$ cat config.mk
export PLATFORM = sky130hd
export DESIGN_NAME = id_queue_top
export DESIGN_NICKNAME = d
export VERILOG_FILES = /design/src/design/id_queue_pkg.sv /design/src/design/ht_table.sv /design/src/design/ld_pool.sv /design/src/design/exists_search.sv /design/src/design/queue_ctrl.sv /design/src/design/id_queue_top.sv
export VERILOG_INCLUDE_DIRS = /design/src /design/src/design
export SDC_FILE = /design/constraint.sdc
export NUM_CORES = 1
export LEC_CHECK = 0
export BUFFER_PORTS_ARGS = -buffer_cell sky130_fd_sc_hd__buf_4
export CELL_PAD_IN_SITES_DETAIL_PLACEMENT = 0
export CELL_PAD_IN_SITES_GLOBAL_PLACEMENT = 1
export CORE_MARGIN = 3
export CORE_UTILIZATION = 51
export DETAILED_ROUTE_END_ITERATION = 6
export GPL_ROUTABILITY_DRIVEN = 0
export PLACE_DENSITY_LB_ADDON = 0.1
export SYNTH_ARGS = -nofsm -noshare
export SYNTH_HDL_FRONTEND = slang
export SYNTH_HIERARCHICAL = 1
export SYNTH_SLANG_ARGS = --single-unit
$ cat constraint.sdc
create_clock -name clk_i -period 8.6 [get_ports clk_i]
set_input_delay 2.58 -clock clk_i [delete_from_list [all_inputs] [get_ports clk_i]]
set_output_delay 2.58 -clock clk_i [all_outputs]
set_load 0.02 [all_outputs]
$ cat src/design/id_queue_defs.svh
// Size macros for the ID queue, included by the package and by every RTL module
// All widths derive from the ID width and the pool capacity
`ifndef ID_QUEUE_DEFS_SVH
`define ID_QUEUE_DEFS_SVH

// Bits of a transaction ID
`define ID_QUEUE_ID_WIDTH 2

// Number of cells in the linked data pool
`define ID_QUEUE_CAPACITY 8

// Bits of one stored data word
`define ID_QUEUE_DATA_WIDTH 16

// The head-tail table never needs more slots than there are IDs or pool cells
`define ID_QUEUE_HT_ENTRIES ((1 << `ID_QUEUE_ID_WIDTH) < `ID_QUEUE_CAPACITY ? \
    (1 << `ID_QUEUE_ID_WIDTH) : `ID_QUEUE_CAPACITY)

// Index widths for the table and the pool
`define ID_QUEUE_HT_IDX_WIDTH $clog2(`ID_QUEUE_HT_ENTRIES)
`define ID_QUEUE_LD_IDX_WIDTH $clog2(`ID_QUEUE_CAPACITY)

`endif

$ cat src/design/id_queue_pkg.sv
// Vector types of the ID queue, shared by the RTL blocks and the testbench
// Import it wherever IDs, data words or table indices are declared
`default_nettype none

`include "id_queue_defs.svh"

package id_queue_pkg;

    // Transaction ID that selects the per-ID FIFO
    typedef logic [`ID_QUEUE_ID_WIDTH-1:0] id_t;

    // Stored word, also used as search pattern and search mask
    typedef logic [`ID_QUEUE_DATA_WIDTH-1:0] data_t;

    // Slot number in the head-tail table
    typedef logic [`ID_QUEUE_HT_IDX_WIDTH-1:0] ht_idx_t;

    // Cell number in the linked data pool
    typedef logic [`ID_QUEUE_LD_IDX_WIDTH-1:0] ld_idx_t;

endpackage

`default_nettype wire

$ cat src/design/ht_table.sv
// Head-tail table with one slot per live ID, holding the first and last pool cell of its list
// Lookups are combinational and the update strobes take effect on the next clock edge
`timescale 1ns/1ps
`default_nettype none

`include "id_queue_defs.svh"

module ht_table (
    input  wire logic                  clk_i,
    input  wire logic                  rst_ni,
    input  wire id_queue_pkg::id_t     lookup_id_i,
    input  wire id_queue_pkg::ld_idx_t new_idx_i,
    input  wire id_queue_pkg::ld_idx_t head_next_i,
    input  wire logic                  alloc_i,
    input  wire logic                  append_i,
    input  wire logic                  advance_i,
    input  wire logic                  release_i,
    output logic                       hit_o,
    output id_queue_pkg::ld_idx_t      hit_head_o,
    output id_queue_pkg::ld_idx_t      hit_tail_o
);

    import id_queue_pkg::*;

    // Each slot holds an ID, a head and a tail and is live while its free bit is low
    id_t     id_q   [`ID_QUEUE_HT_ENTRIES];
    ld_idx_t head_q [`ID_QUEUE_HT_ENTRIES];
    ld_idx_t tail_q [`ID_QUEUE_HT_ENTRIES];
    logic [`ID_QUEUE_HT_ENTRIES-1:0] free_q;

    logic [`ID_QUEUE_HT_ENTRIES-1:0] match;
    ht_idx_t match_idx;
    ht_idx_t free_idx;

    // A used slot matches when its stored ID equals the lookup ID
    always_comb begin
        for (int i = 0; i < `ID_QUEUE_HT_ENTRIES; i++) begin
            match[i] = !free_q[i] && (id_q[i] == lookup_id_i);
        end
    end

    // At most one slot holds a given ID, so OR-ing the indices gives the binary slot number
    always_comb begin
        match_idx = '0;
        for (int i = 0; i < `ID_QUEUE_HT_ENTRIES; i++) begin
            if (match[i]) begin
                match_idx = match_idx | ht_idx_t'(i);
            end
        end
    end

    // Scan from the top down so the lowest free slot is the last one to win
    always_comb begin
        free_idx = '0;
        for (int i = `ID_QUEUE_HT_ENTRIES - 1; i >= 0; i--) begin
            if (free_q[i]) begin
                free_idx = ht_idx_t'(i);
            end
        end
    end

    assign hit_o      = |match;
    assign hit_head_o = head_q[match_idx];
    assign hit_tail_o = tail_q[match_idx];

    // Slot occupancy
    always_ff @(posedge clk_i or negedge rst_ni) begin
        if (!rst_ni) begin
            free_q <= '1;
        end else if (alloc_i) begin
            free_q[free_idx] <= 1'b0;
        end else if (release_i) begin
            free_q[match_idx] <= 1'b1;
        end
    end

    // A new slot starts as a one-cell list
    always_ff @(posedge clk_i) begin
        if (alloc_i) begin
            id_q[free_idx]   <= lookup_id_i;
            head_q[free_idx] <= new_idx_i;
            tail_q[free_idx] <= new_idx_i;
        end else if (append_i) begin
            tail_q[match_idx] <= new_idx_i;
        end else if (advance_i) begin
            // The head follows the link stored in the cell it leaves
            head_q[match_idx] <= head_next_i;
        end
    end

    // A new ID only arrives while some slot is free, which holds as long as the
    // table has one slot per possible ID
    assert property (@(posedge clk_i) disable iff (!rst_ni) alloc_i |-> |free_q)
        else $error("head-tail table allocation with no free slot");

endmodule

`default_nettype wire

$ cat src/design/ld_pool.sv
// Linked data pool that stores the queued words with one next link per cell
// Reads are combinational by index and writes, links and frees land on the next clock edge
`timescale 1ns/1ps
`default_nettype none

`include "id_queue_defs.svh"

module ld_pool (
    input  wire logic                  clk_i,
    input  wire logic                  rst_ni,
    input  wire logic                  wr_i,
    input  wire id_queue_pkg::data_t   wr_data_i,
    input  wire logic                  link_i,
    input  wire id_queue_pkg::ld_idx_t link_idx_i,
    input  wire logic                  free_i,
    input  wire id_queue_pkg::ld_idx_t rd_idx_i,
    output id_queue_pkg::ld_idx_t      new_idx_o,
    output logic                       full_o,
    output id_queue_pkg::data_t        rd_data_o,
    output id_queue_pkg::ld_idx_t      rd_next_o,
    output id_queue_pkg::data_t [`ID_QUEUE_CAPACITY-1:0] entries_o,
    output logic [`ID_QUEUE_CAPACITY-1:0] used_o
);

    import id_queue_pkg::*;

    // One data word, one next link and one used flag per cell
    data_t [`ID_QUEUE_CAPACITY-1:0] data_q;
    ld_idx_t next_q [`ID_QUEUE_CAPACITY];
    logic [`ID_QUEUE_CAPACITY-1:0] used_q;

    ld_idx_t free_idx;

    // The lowest unused cell is found by scanning downwards
    always_comb begin
        free_idx = '0;
        for (int i = `ID_QUEUE_CAPACITY - 1; i >= 0; i--) begin
            if (!used_q[i]) begin
                free_idx = ld_idx_t'(i);
            end
        end
    end

    assign new_idx_o = free_idx;
    assign full_o    = &used_q;

    // The read index is the head of the looked up ID
    assign rd_data_o = data_q[rd_idx_i];
    assign rd_next_o = next_q[rd_idx_i];

    // The exists search sees the whole pool at once
    assign entries_o = data_q;
    assign used_o    = used_q;

    // A write and a free never come in the same cycle
    always_ff @(posedge clk_i or negedge rst_ni) begin
        if (!rst_ni) begin
            used_q <= '0;
        end else begin
            if (wr_i) begin
                used_q[free_idx] <= 1'b1;
            end
            if (free_i) begin
                used_q[rd_idx_i] <= 1'b0;
            end
        end
    end

    // Data and links
    always_ff @(posedge clk_i) begin
        if (wr_i) begin
            data_q[free_idx] <= wr_data_i;
        end
        // The old tail cell now points at the cell that is being filled
        if (link_i) begin
            next_q[link_idx_i] <= free_idx;
        end
    end

    // The controller must hold off pushes once the last free cell is taken
    assert property (@(posedge clk_i) disable iff (!rst_ni) wr_i |-> !full_o)
        else $error("pool write while full");

endmodule

`default_nettype wire

$ cat src/design/exists_search.sv
// Masked search over every used pool cell, answering in the cycle of the request
// Only bits that are set in the mask take part in the comparison
`timescale 1ns/1ps
`default_nettype none

`include "id_queue_defs.svh"

module exists_search (
    input  wire id_queue_pkg::data_t [`ID_QUEUE_CAPACITY-1:0] entries_i,
    input  wire logic [`ID_QUEUE_CAPACITY-1:0]                used_i,
    input  wire id_queue_pkg::data_t                          exists_data_i,
    input  wire id_queue_pkg::data_t                          exists_mask_i,
    input  wire logic                                         exists_req_i,
    output logic                                              exists_o,
    output logic                                              exists_gnt_o
);

    import id_queue_pkg::*;

    logic [`ID_QUEUE_CAPACITY-1:0] cell_match;

    // A cell matches when it is used and no compared bit differs
    always_comb begin
        data_t diff;
        for (int i = 0; i < `ID_QUEUE_CAPACITY; i++) begin
            diff          = (entries_i[i] ^ exists_data_i) & exists_mask_i;
            cell_match[i] = used_i[i] && (diff == '0);
        end
    end

    // The search port is always granted when asked and silent otherwise
    assign exists_gnt_o = exists_req_i;
    assign exists_o     = exists_req_i && (|cell_match);

endmodule

`default_nettype wire

$ cat src/design/queue_ctrl.sv
// Arbiter between push and output access, producing the table and pool update strobes
// Pure combinational logic, one of the two ports is served per cycle
`timescale 1ns/1ps
`default_nettype none

module queue_ctrl (
    input  wire logic                  inp_req_i,
    input  wire id_queue_pkg::id_t     inp_id_i,
    input  wire logic                  oup_req_i,
    input  wire id_queue_pkg::id_t     oup_id_i,
    input  wire logic                  oup_pop_i,
    input  wire logic                  full_i,
    input  wire logic                  hit_i,
    input  wire id_queue_pkg::ld_idx_t head_i,
    input  wire id_queue_pkg::ld_idx_t tail_i,
    input  wire id_queue_pkg::data_t   rd_data_i,
    output logic                       inp_gnt_o,
    output logic                       oup_gnt_o,
    output id_queue_pkg::data_t        oup_data_o,
    output logic                       oup_data_valid_o,
    output id_queue_pkg::id_t          lookup_id_o,
    output logic                       alloc_o,
    output logic                       append_o,
    output logic                       advance_o,
    output logic                       release_o,
    output logic                       wr_o,
    output logic                       link_o,
    output logic                       free_o
);

    logic push;
    logic present;
    logic pop;
    logic last_cell;

    // The input port wins whenever it asks and the pool has room
    assign inp_gnt_o = !full_i;
    assign push      = inp_req_i && !full_i;

    // The output port gets the cycle only when no push takes it
    assign oup_gnt_o = oup_req_i && !push;

    // The table is looked up with the ID of whichever port is served
    assign lookup_id_o = push ? inp_id_i : oup_id_i;

    // Push side
    // A push always fills the free pool cell
    assign wr_o = push;

    // Absent ID opens a new table slot, present ID extends its list
    assign alloc_o  = push && !hit_i;
    assign append_o = push && hit_i;
    assign link_o   = push && hit_i;

    // Output side
    // An absent ID is still granted but returns no data
    assign present          = oup_gnt_o && hit_i;
    assign oup_data_valid_o = present;
    assign oup_data_o       = present ? rd_data_i : '0;

    // Popping the only cell of an ID empties its slot
    assign pop       = present && oup_pop_i;
    assign last_cell = (head_i == tail_i);

    assign free_o    = pop;
    assign release_o = pop && last_cell;
    assign advance_o = pop && !last_cell;

    // A push goes either to a new slot or to an existing one, never both
    always_comb begin
        assert (!(alloc_o && append_o))
            else $error("push both allocates and appends");
    end

endmodule

`default_nettype wire

$ cat src/design/id_queue_top.sv
// ID queue top level with push, read or pop, and masked exists ports
// Entries with the same ID leave in arrival order; all responses are combinational
`timescale 1ns/1ps
`default_nettype none

`include "id_queue_defs.svh"

module id_queue_top (
    input  wire logic                clk_i,
    input  wire logic                rst_ni,

    input  wire id_queue_pkg::id_t   inp_id_i,
    input  wire id_queue_pkg::data_t inp_data_i,
    input  wire logic                inp_req_i,
    output logic                     inp_gnt_o,

    input  wire id_queue_pkg::data_t exists_data_i,
    input  wire id_queue_pkg::data_t exists_mask_i,
    input  wire logic                exists_req_i,
    output logic                     exists_o,
    output logic                     exists_gnt_o,

    input  wire id_queue_pkg::id_t   oup_id_i,
    input  wire logic                oup_pop_i,
    input  wire logic                oup_req_i,
    output id_queue_pkg::data_t      oup_data_o,
    output logic                     oup_data_valid_o,
    output logic                     oup_gnt_o
);

    import id_queue_pkg::*;

    // Lookup result of the served port
    id_t     lookup_id;
    logic    hit;
    ld_idx_t hit_head;
    ld_idx_t hit_tail;

    // Table update strobes
    logic ht_alloc;
    logic ht_append;
    logic ht_advance;
    logic ht_release;

    // Pool update strobes and read side
    logic    ld_wr;
    logic    ld_link;
    logic    ld_free;
    logic    full;
    ld_idx_t new_idx;
    ld_idx_t head_next;
    data_t   rd_data;

    // Whole pool as seen by the search
    data_t [`ID_QUEUE_CAPACITY-1:0] entries;
    logic  [`ID_QUEUE_CAPACITY-1:0] used;

    queue_ctrl u_queue_ctrl (
        .inp_req_i        (inp_req_i),
        .inp_id_i         (inp_id_i),
        .oup_req_i        (oup_req_i),
        .oup_id_i         (oup_id_i),
        .oup_pop_i        (oup_pop_i),
        .full_i           (full),
        .hit_i            (hit),
        .head_i           (hit_head),
        .tail_i           (hit_tail),
        .rd_data_i        (rd_data),
        .inp_gnt_o        (inp_gnt_o),
        .oup_gnt_o        (oup_gnt_o),
        .oup_data_o       (oup_data_o),
        .oup_data_valid_o (oup_data_valid_o),
        .lookup_id_o      (lookup_id),
        .alloc_o          (ht_alloc),
        .append_o         (ht_append),
        .advance_o        (ht_advance),
        .release_o        (ht_release),
        .wr_o             (ld_wr),
        .link_o           (ld_link),
        .free_o           (ld_free)
    );

    ht_table u_ht_table (
        .clk_i       (clk_i),
        .rst_ni      (rst_ni),
        .lookup_id_i (lookup_id),
        .new_idx_i   (new_idx),
        .head_next_i (head_next),
        .alloc_i     (ht_alloc),
        .append_i    (ht_append),
        .advance_i   (ht_advance),
        .release_i   (ht_release),
        .hit_o       (hit),
        .hit_head_o  (hit_head),
        .hit_tail_o  (hit_tail)
    );

    // The pool links behind the matched tail and reads or frees the matched head
    ld_pool u_ld_pool (
        .clk_i      (clk_i),
        .rst_ni     (rst_ni),
        .wr_i       (ld_wr),
        .wr_data_i  (inp_data_i),
        .link_i     (ld_link),
        .link_idx_i (hit_tail),
        .free_i     (ld_free),
        .rd_idx_i   (hit_head),
        .new_idx_o  (new_idx),
        .full_o     (full),
        .rd_data_o  (rd_data),
        .rd_next_o  (head_next),
        .entries_o  (entries),
        .used_o     (used)
    );

    exists_search u_exists_search (
        .entries_i     (entries),
        .used_i        (used),
        .exists_data_i (exists_data_i),
        .exists_mask_i (exists_mask_i),
        .exists_req_i  (exists_req_i),
        .exists_o      (exists_o),
        .exists_gnt_o  (exists_gnt_o)
    );

endmodule

`default_nettype wire

==> impl_metrics.toml <==
[outcome]
status = "finished clean"

[setup_path]
required_ps = 6020
cp-start-kind = "input pin"
path_class = "in2out"
crit_fanout = 19
end_kind = "output pin"
cp.arrival_ps = 5800

[synthesis]
syn_inst = 705
synth_commonest_cells = "edfxtp_1, xor2_1, a22oi_1"
synth.area.top_cells = "edfxtp_1, xor2_1, mux4_1"
synth_edf_count = 184
ys_ff_latch = 196
async_reset_ff_share_pct = 6.12
syn_area_mm2 = 0.0104
synth_warnings = 6
syn_area_per_cell_um2 = 14.8
synth_most_common_cell = "edfxtp_1"
syn_nets = 763
synth.yosys.seq_area_share_pct = 56.0
yosysTopAreaCellShare_pct = 53.0
synth_area_leader_cell = "edfxtp_1"
ys_types = 66
synth_flop_cell = "edfxtp_1"

[clocking]
numCtsBuffers = 17
cts-root-buf = "clkbuf_16"
clock-sinks = 196
cts_tree = "done"
cts.htree.levels = 4
path_clk_slew_ps = 70
clk_path_buf_depth = 2
cts_setup_buffers = 0
clock_latency_ps = 440

[grt]
grt_util_met3_pct = 4.50
grt_overflow = 0
grt_pass1_vias = 6523
grt_most_used_layer = "met2"
antenna_found_initial = 0
grt_first_pass_wirelength_um = 40800
grt_usage_pct = 25.1
use_met1_pct = 32.7
use_met2_pct = 43.0
grt_max_degree = 30

[sta]
finalClockSkew_ps = 12.7
finalSetupViolCount = 0
grt_setup_unrepaired = "no"
period_needed_ps = 8380
final.period_utilization_pct = 97.4
holdWs_ps = 500
max-slew-margin-rel_pct = 23.5
worstMarginPinSlew_ps = 1150
hold_violations = 0
max_freq_mhz = 119
report.final.slew_viol_count = 0
fin_ws_ps = 219
tns_ps = 0

[placed_design]
hpwl_um = 19500
placedCellCount = 1014
io_buffers = 78
pre_cts_ws_ps = 161

[die]
rows = 51
initial_utilization_pct = 52.7
ios = 79
core_area_mm2 = 0.0198
die_area_mm2 = 0.0222
die_h_um = 149
die_w_um = 149

[drt]
drtIter0Drc = 648
routedWlPerCell_um = 26.1
wirelength_um = 27300
vias = 6453
final_antenna_net_count = 0
drc = 0
first_pass_iters = 6
via_per_inst = 6.18

[final_layout]
areaGrowthSynthToFinish_pct = 12.8
diodes = 0
layout.nets = 826
final_cell_count_no_fill = 1045
drive_above_1_share_pct = 24.5

[power_and_ir_drop]
vdd_drop_max_mv = 0.209
p_leak_nw = 4.25
powerDensity_mw_per_mm2 = 419

[worst_hold_path]
hp-class = "reg2reg"

[run]
max-cap-violations = 0
logic make-up (layout without fill, tap and decap cells):
logic type / Yosys count / count (layout) / share of synthesized area [%]
AOI/OAI and AO/OA: 109 / 109 / 8.28
buffers and inverters: 69 / 144 / 4.70
muxes: 68 / 68 / 12.4
xor gates and xnor gates: 139 / 139 / 11.7
and+or+nand+nor: 124 / 124 / 6.97
DFF: 196 / 196 / 56.0
worst paths after layout:
kind / from / endpoint / slack (ps) / cells past startpoint
max reg2reg: u_ld_pool/used_o[0]$_DFF_PN0_ / u_ht_table/head_q[2][0]$_DFFE_PP_ / 3020 / 16
min: u_ht_table/free_q[3]$_DFFE_PN1P_ / u_ht_table/free_q[3]$_DFFE_PN1P_ / 500 / 2
min in group asynchronous: rst_ni / u_ld_pool/used_o[5]$_DFF_PN0_ / 1990 / 1
max in group asynchronous: rst_ni / u_ht_table/free_q[0]$_DFFE_PN1P_ / 6360 / 1
max: inp_req_i / oup_data_o[9] / 220 / 12
min reg2reg: u_ht_table/free_q[3]$_DFFE_PN1P_ / u_ht_table/free_q[3]$_DFFE_PN1P_ / 500 / 2
final cells by class:
type	instances	area [um^2]
clock buffers	18	429
clock inverters	13	141
fillers	1553	8030
inverters	14	52.6
multi-input cells	440	4180
flip-flops and latches	196	5830
well taps	265	332
repair buffers	99	785
flip-flops by register name (all words and copies together), names as in the netlist:
register             cells
u_ld_pool/next_q        24
u_ht_table/tail_q       12
u_ht_table/head_q       12
u_ld_pool/used_o         8
u_ht_table/id_q          8
u_ht_table/free_q        4
u_ld_pool/entries_o    128
critical path: stages:
cell      delay (ps)
buf_4            120
nand2b_4          80
mux2_2           430
xor2_1           320
or3_1            310
o21ai_4          110
a221oi_4         360
buf_6            290
mux4_1           600
mux2_2           280
and2_1           140
buf_4            150
per-layer routing:
metal	share of wire [%]	up-vias
met5	0	-
met4	3.0	0
met3	5.7	49
met2	51	244
met1	40	3297
li1	-	2863
stage by stage:
| step | util [%] | cell area [um^2] | power, mW |
|---|---|---|---|
| floorplan | - | 10400 | 3.37 |
| global placement | 56.5 | 11200 | 4.11 |
| detailed placement | 56.5 | 11200 | 4.15 |
| CTS | 59.4 | 11700 | 4.93 |
| global route | 59.4 | 11800 | 5.17 |
| finish | 59.4 | 11800 | 4.92 |
placed cells by master, fill, tap and decap left out, types with 17 or more instances in the layout:
master     synthesis  routed
a22oi_1           34      34
and2_1            21      21
buf_4             17      95
clkbuf_16          0      17
edfxtp_1         184     184
mux2_2            24      24
mux4_1            28      28
nand4_1           19      19
nor2_1            21      19
xor2_1           139     139
timing repair:
item                       in CTS  in global routing
hold buffers                    0                  0
gates resized for setup         0                  1
setup endpoints to repair       0                  4
power by group:
| part | internal [mW] | total [mW] | switching (mW) |
|---|---|---|---|
| logic | 1.12 | 2.55 | 1.43 |
| clock network | 0.409 | 0.780 | 0.371 |
| registers | 1.46 | 1.59 | 0.137 |
| total | 2.98 | 4.92 | 1.94 |
Note: power is estimated with default switching activity, not from simulation.
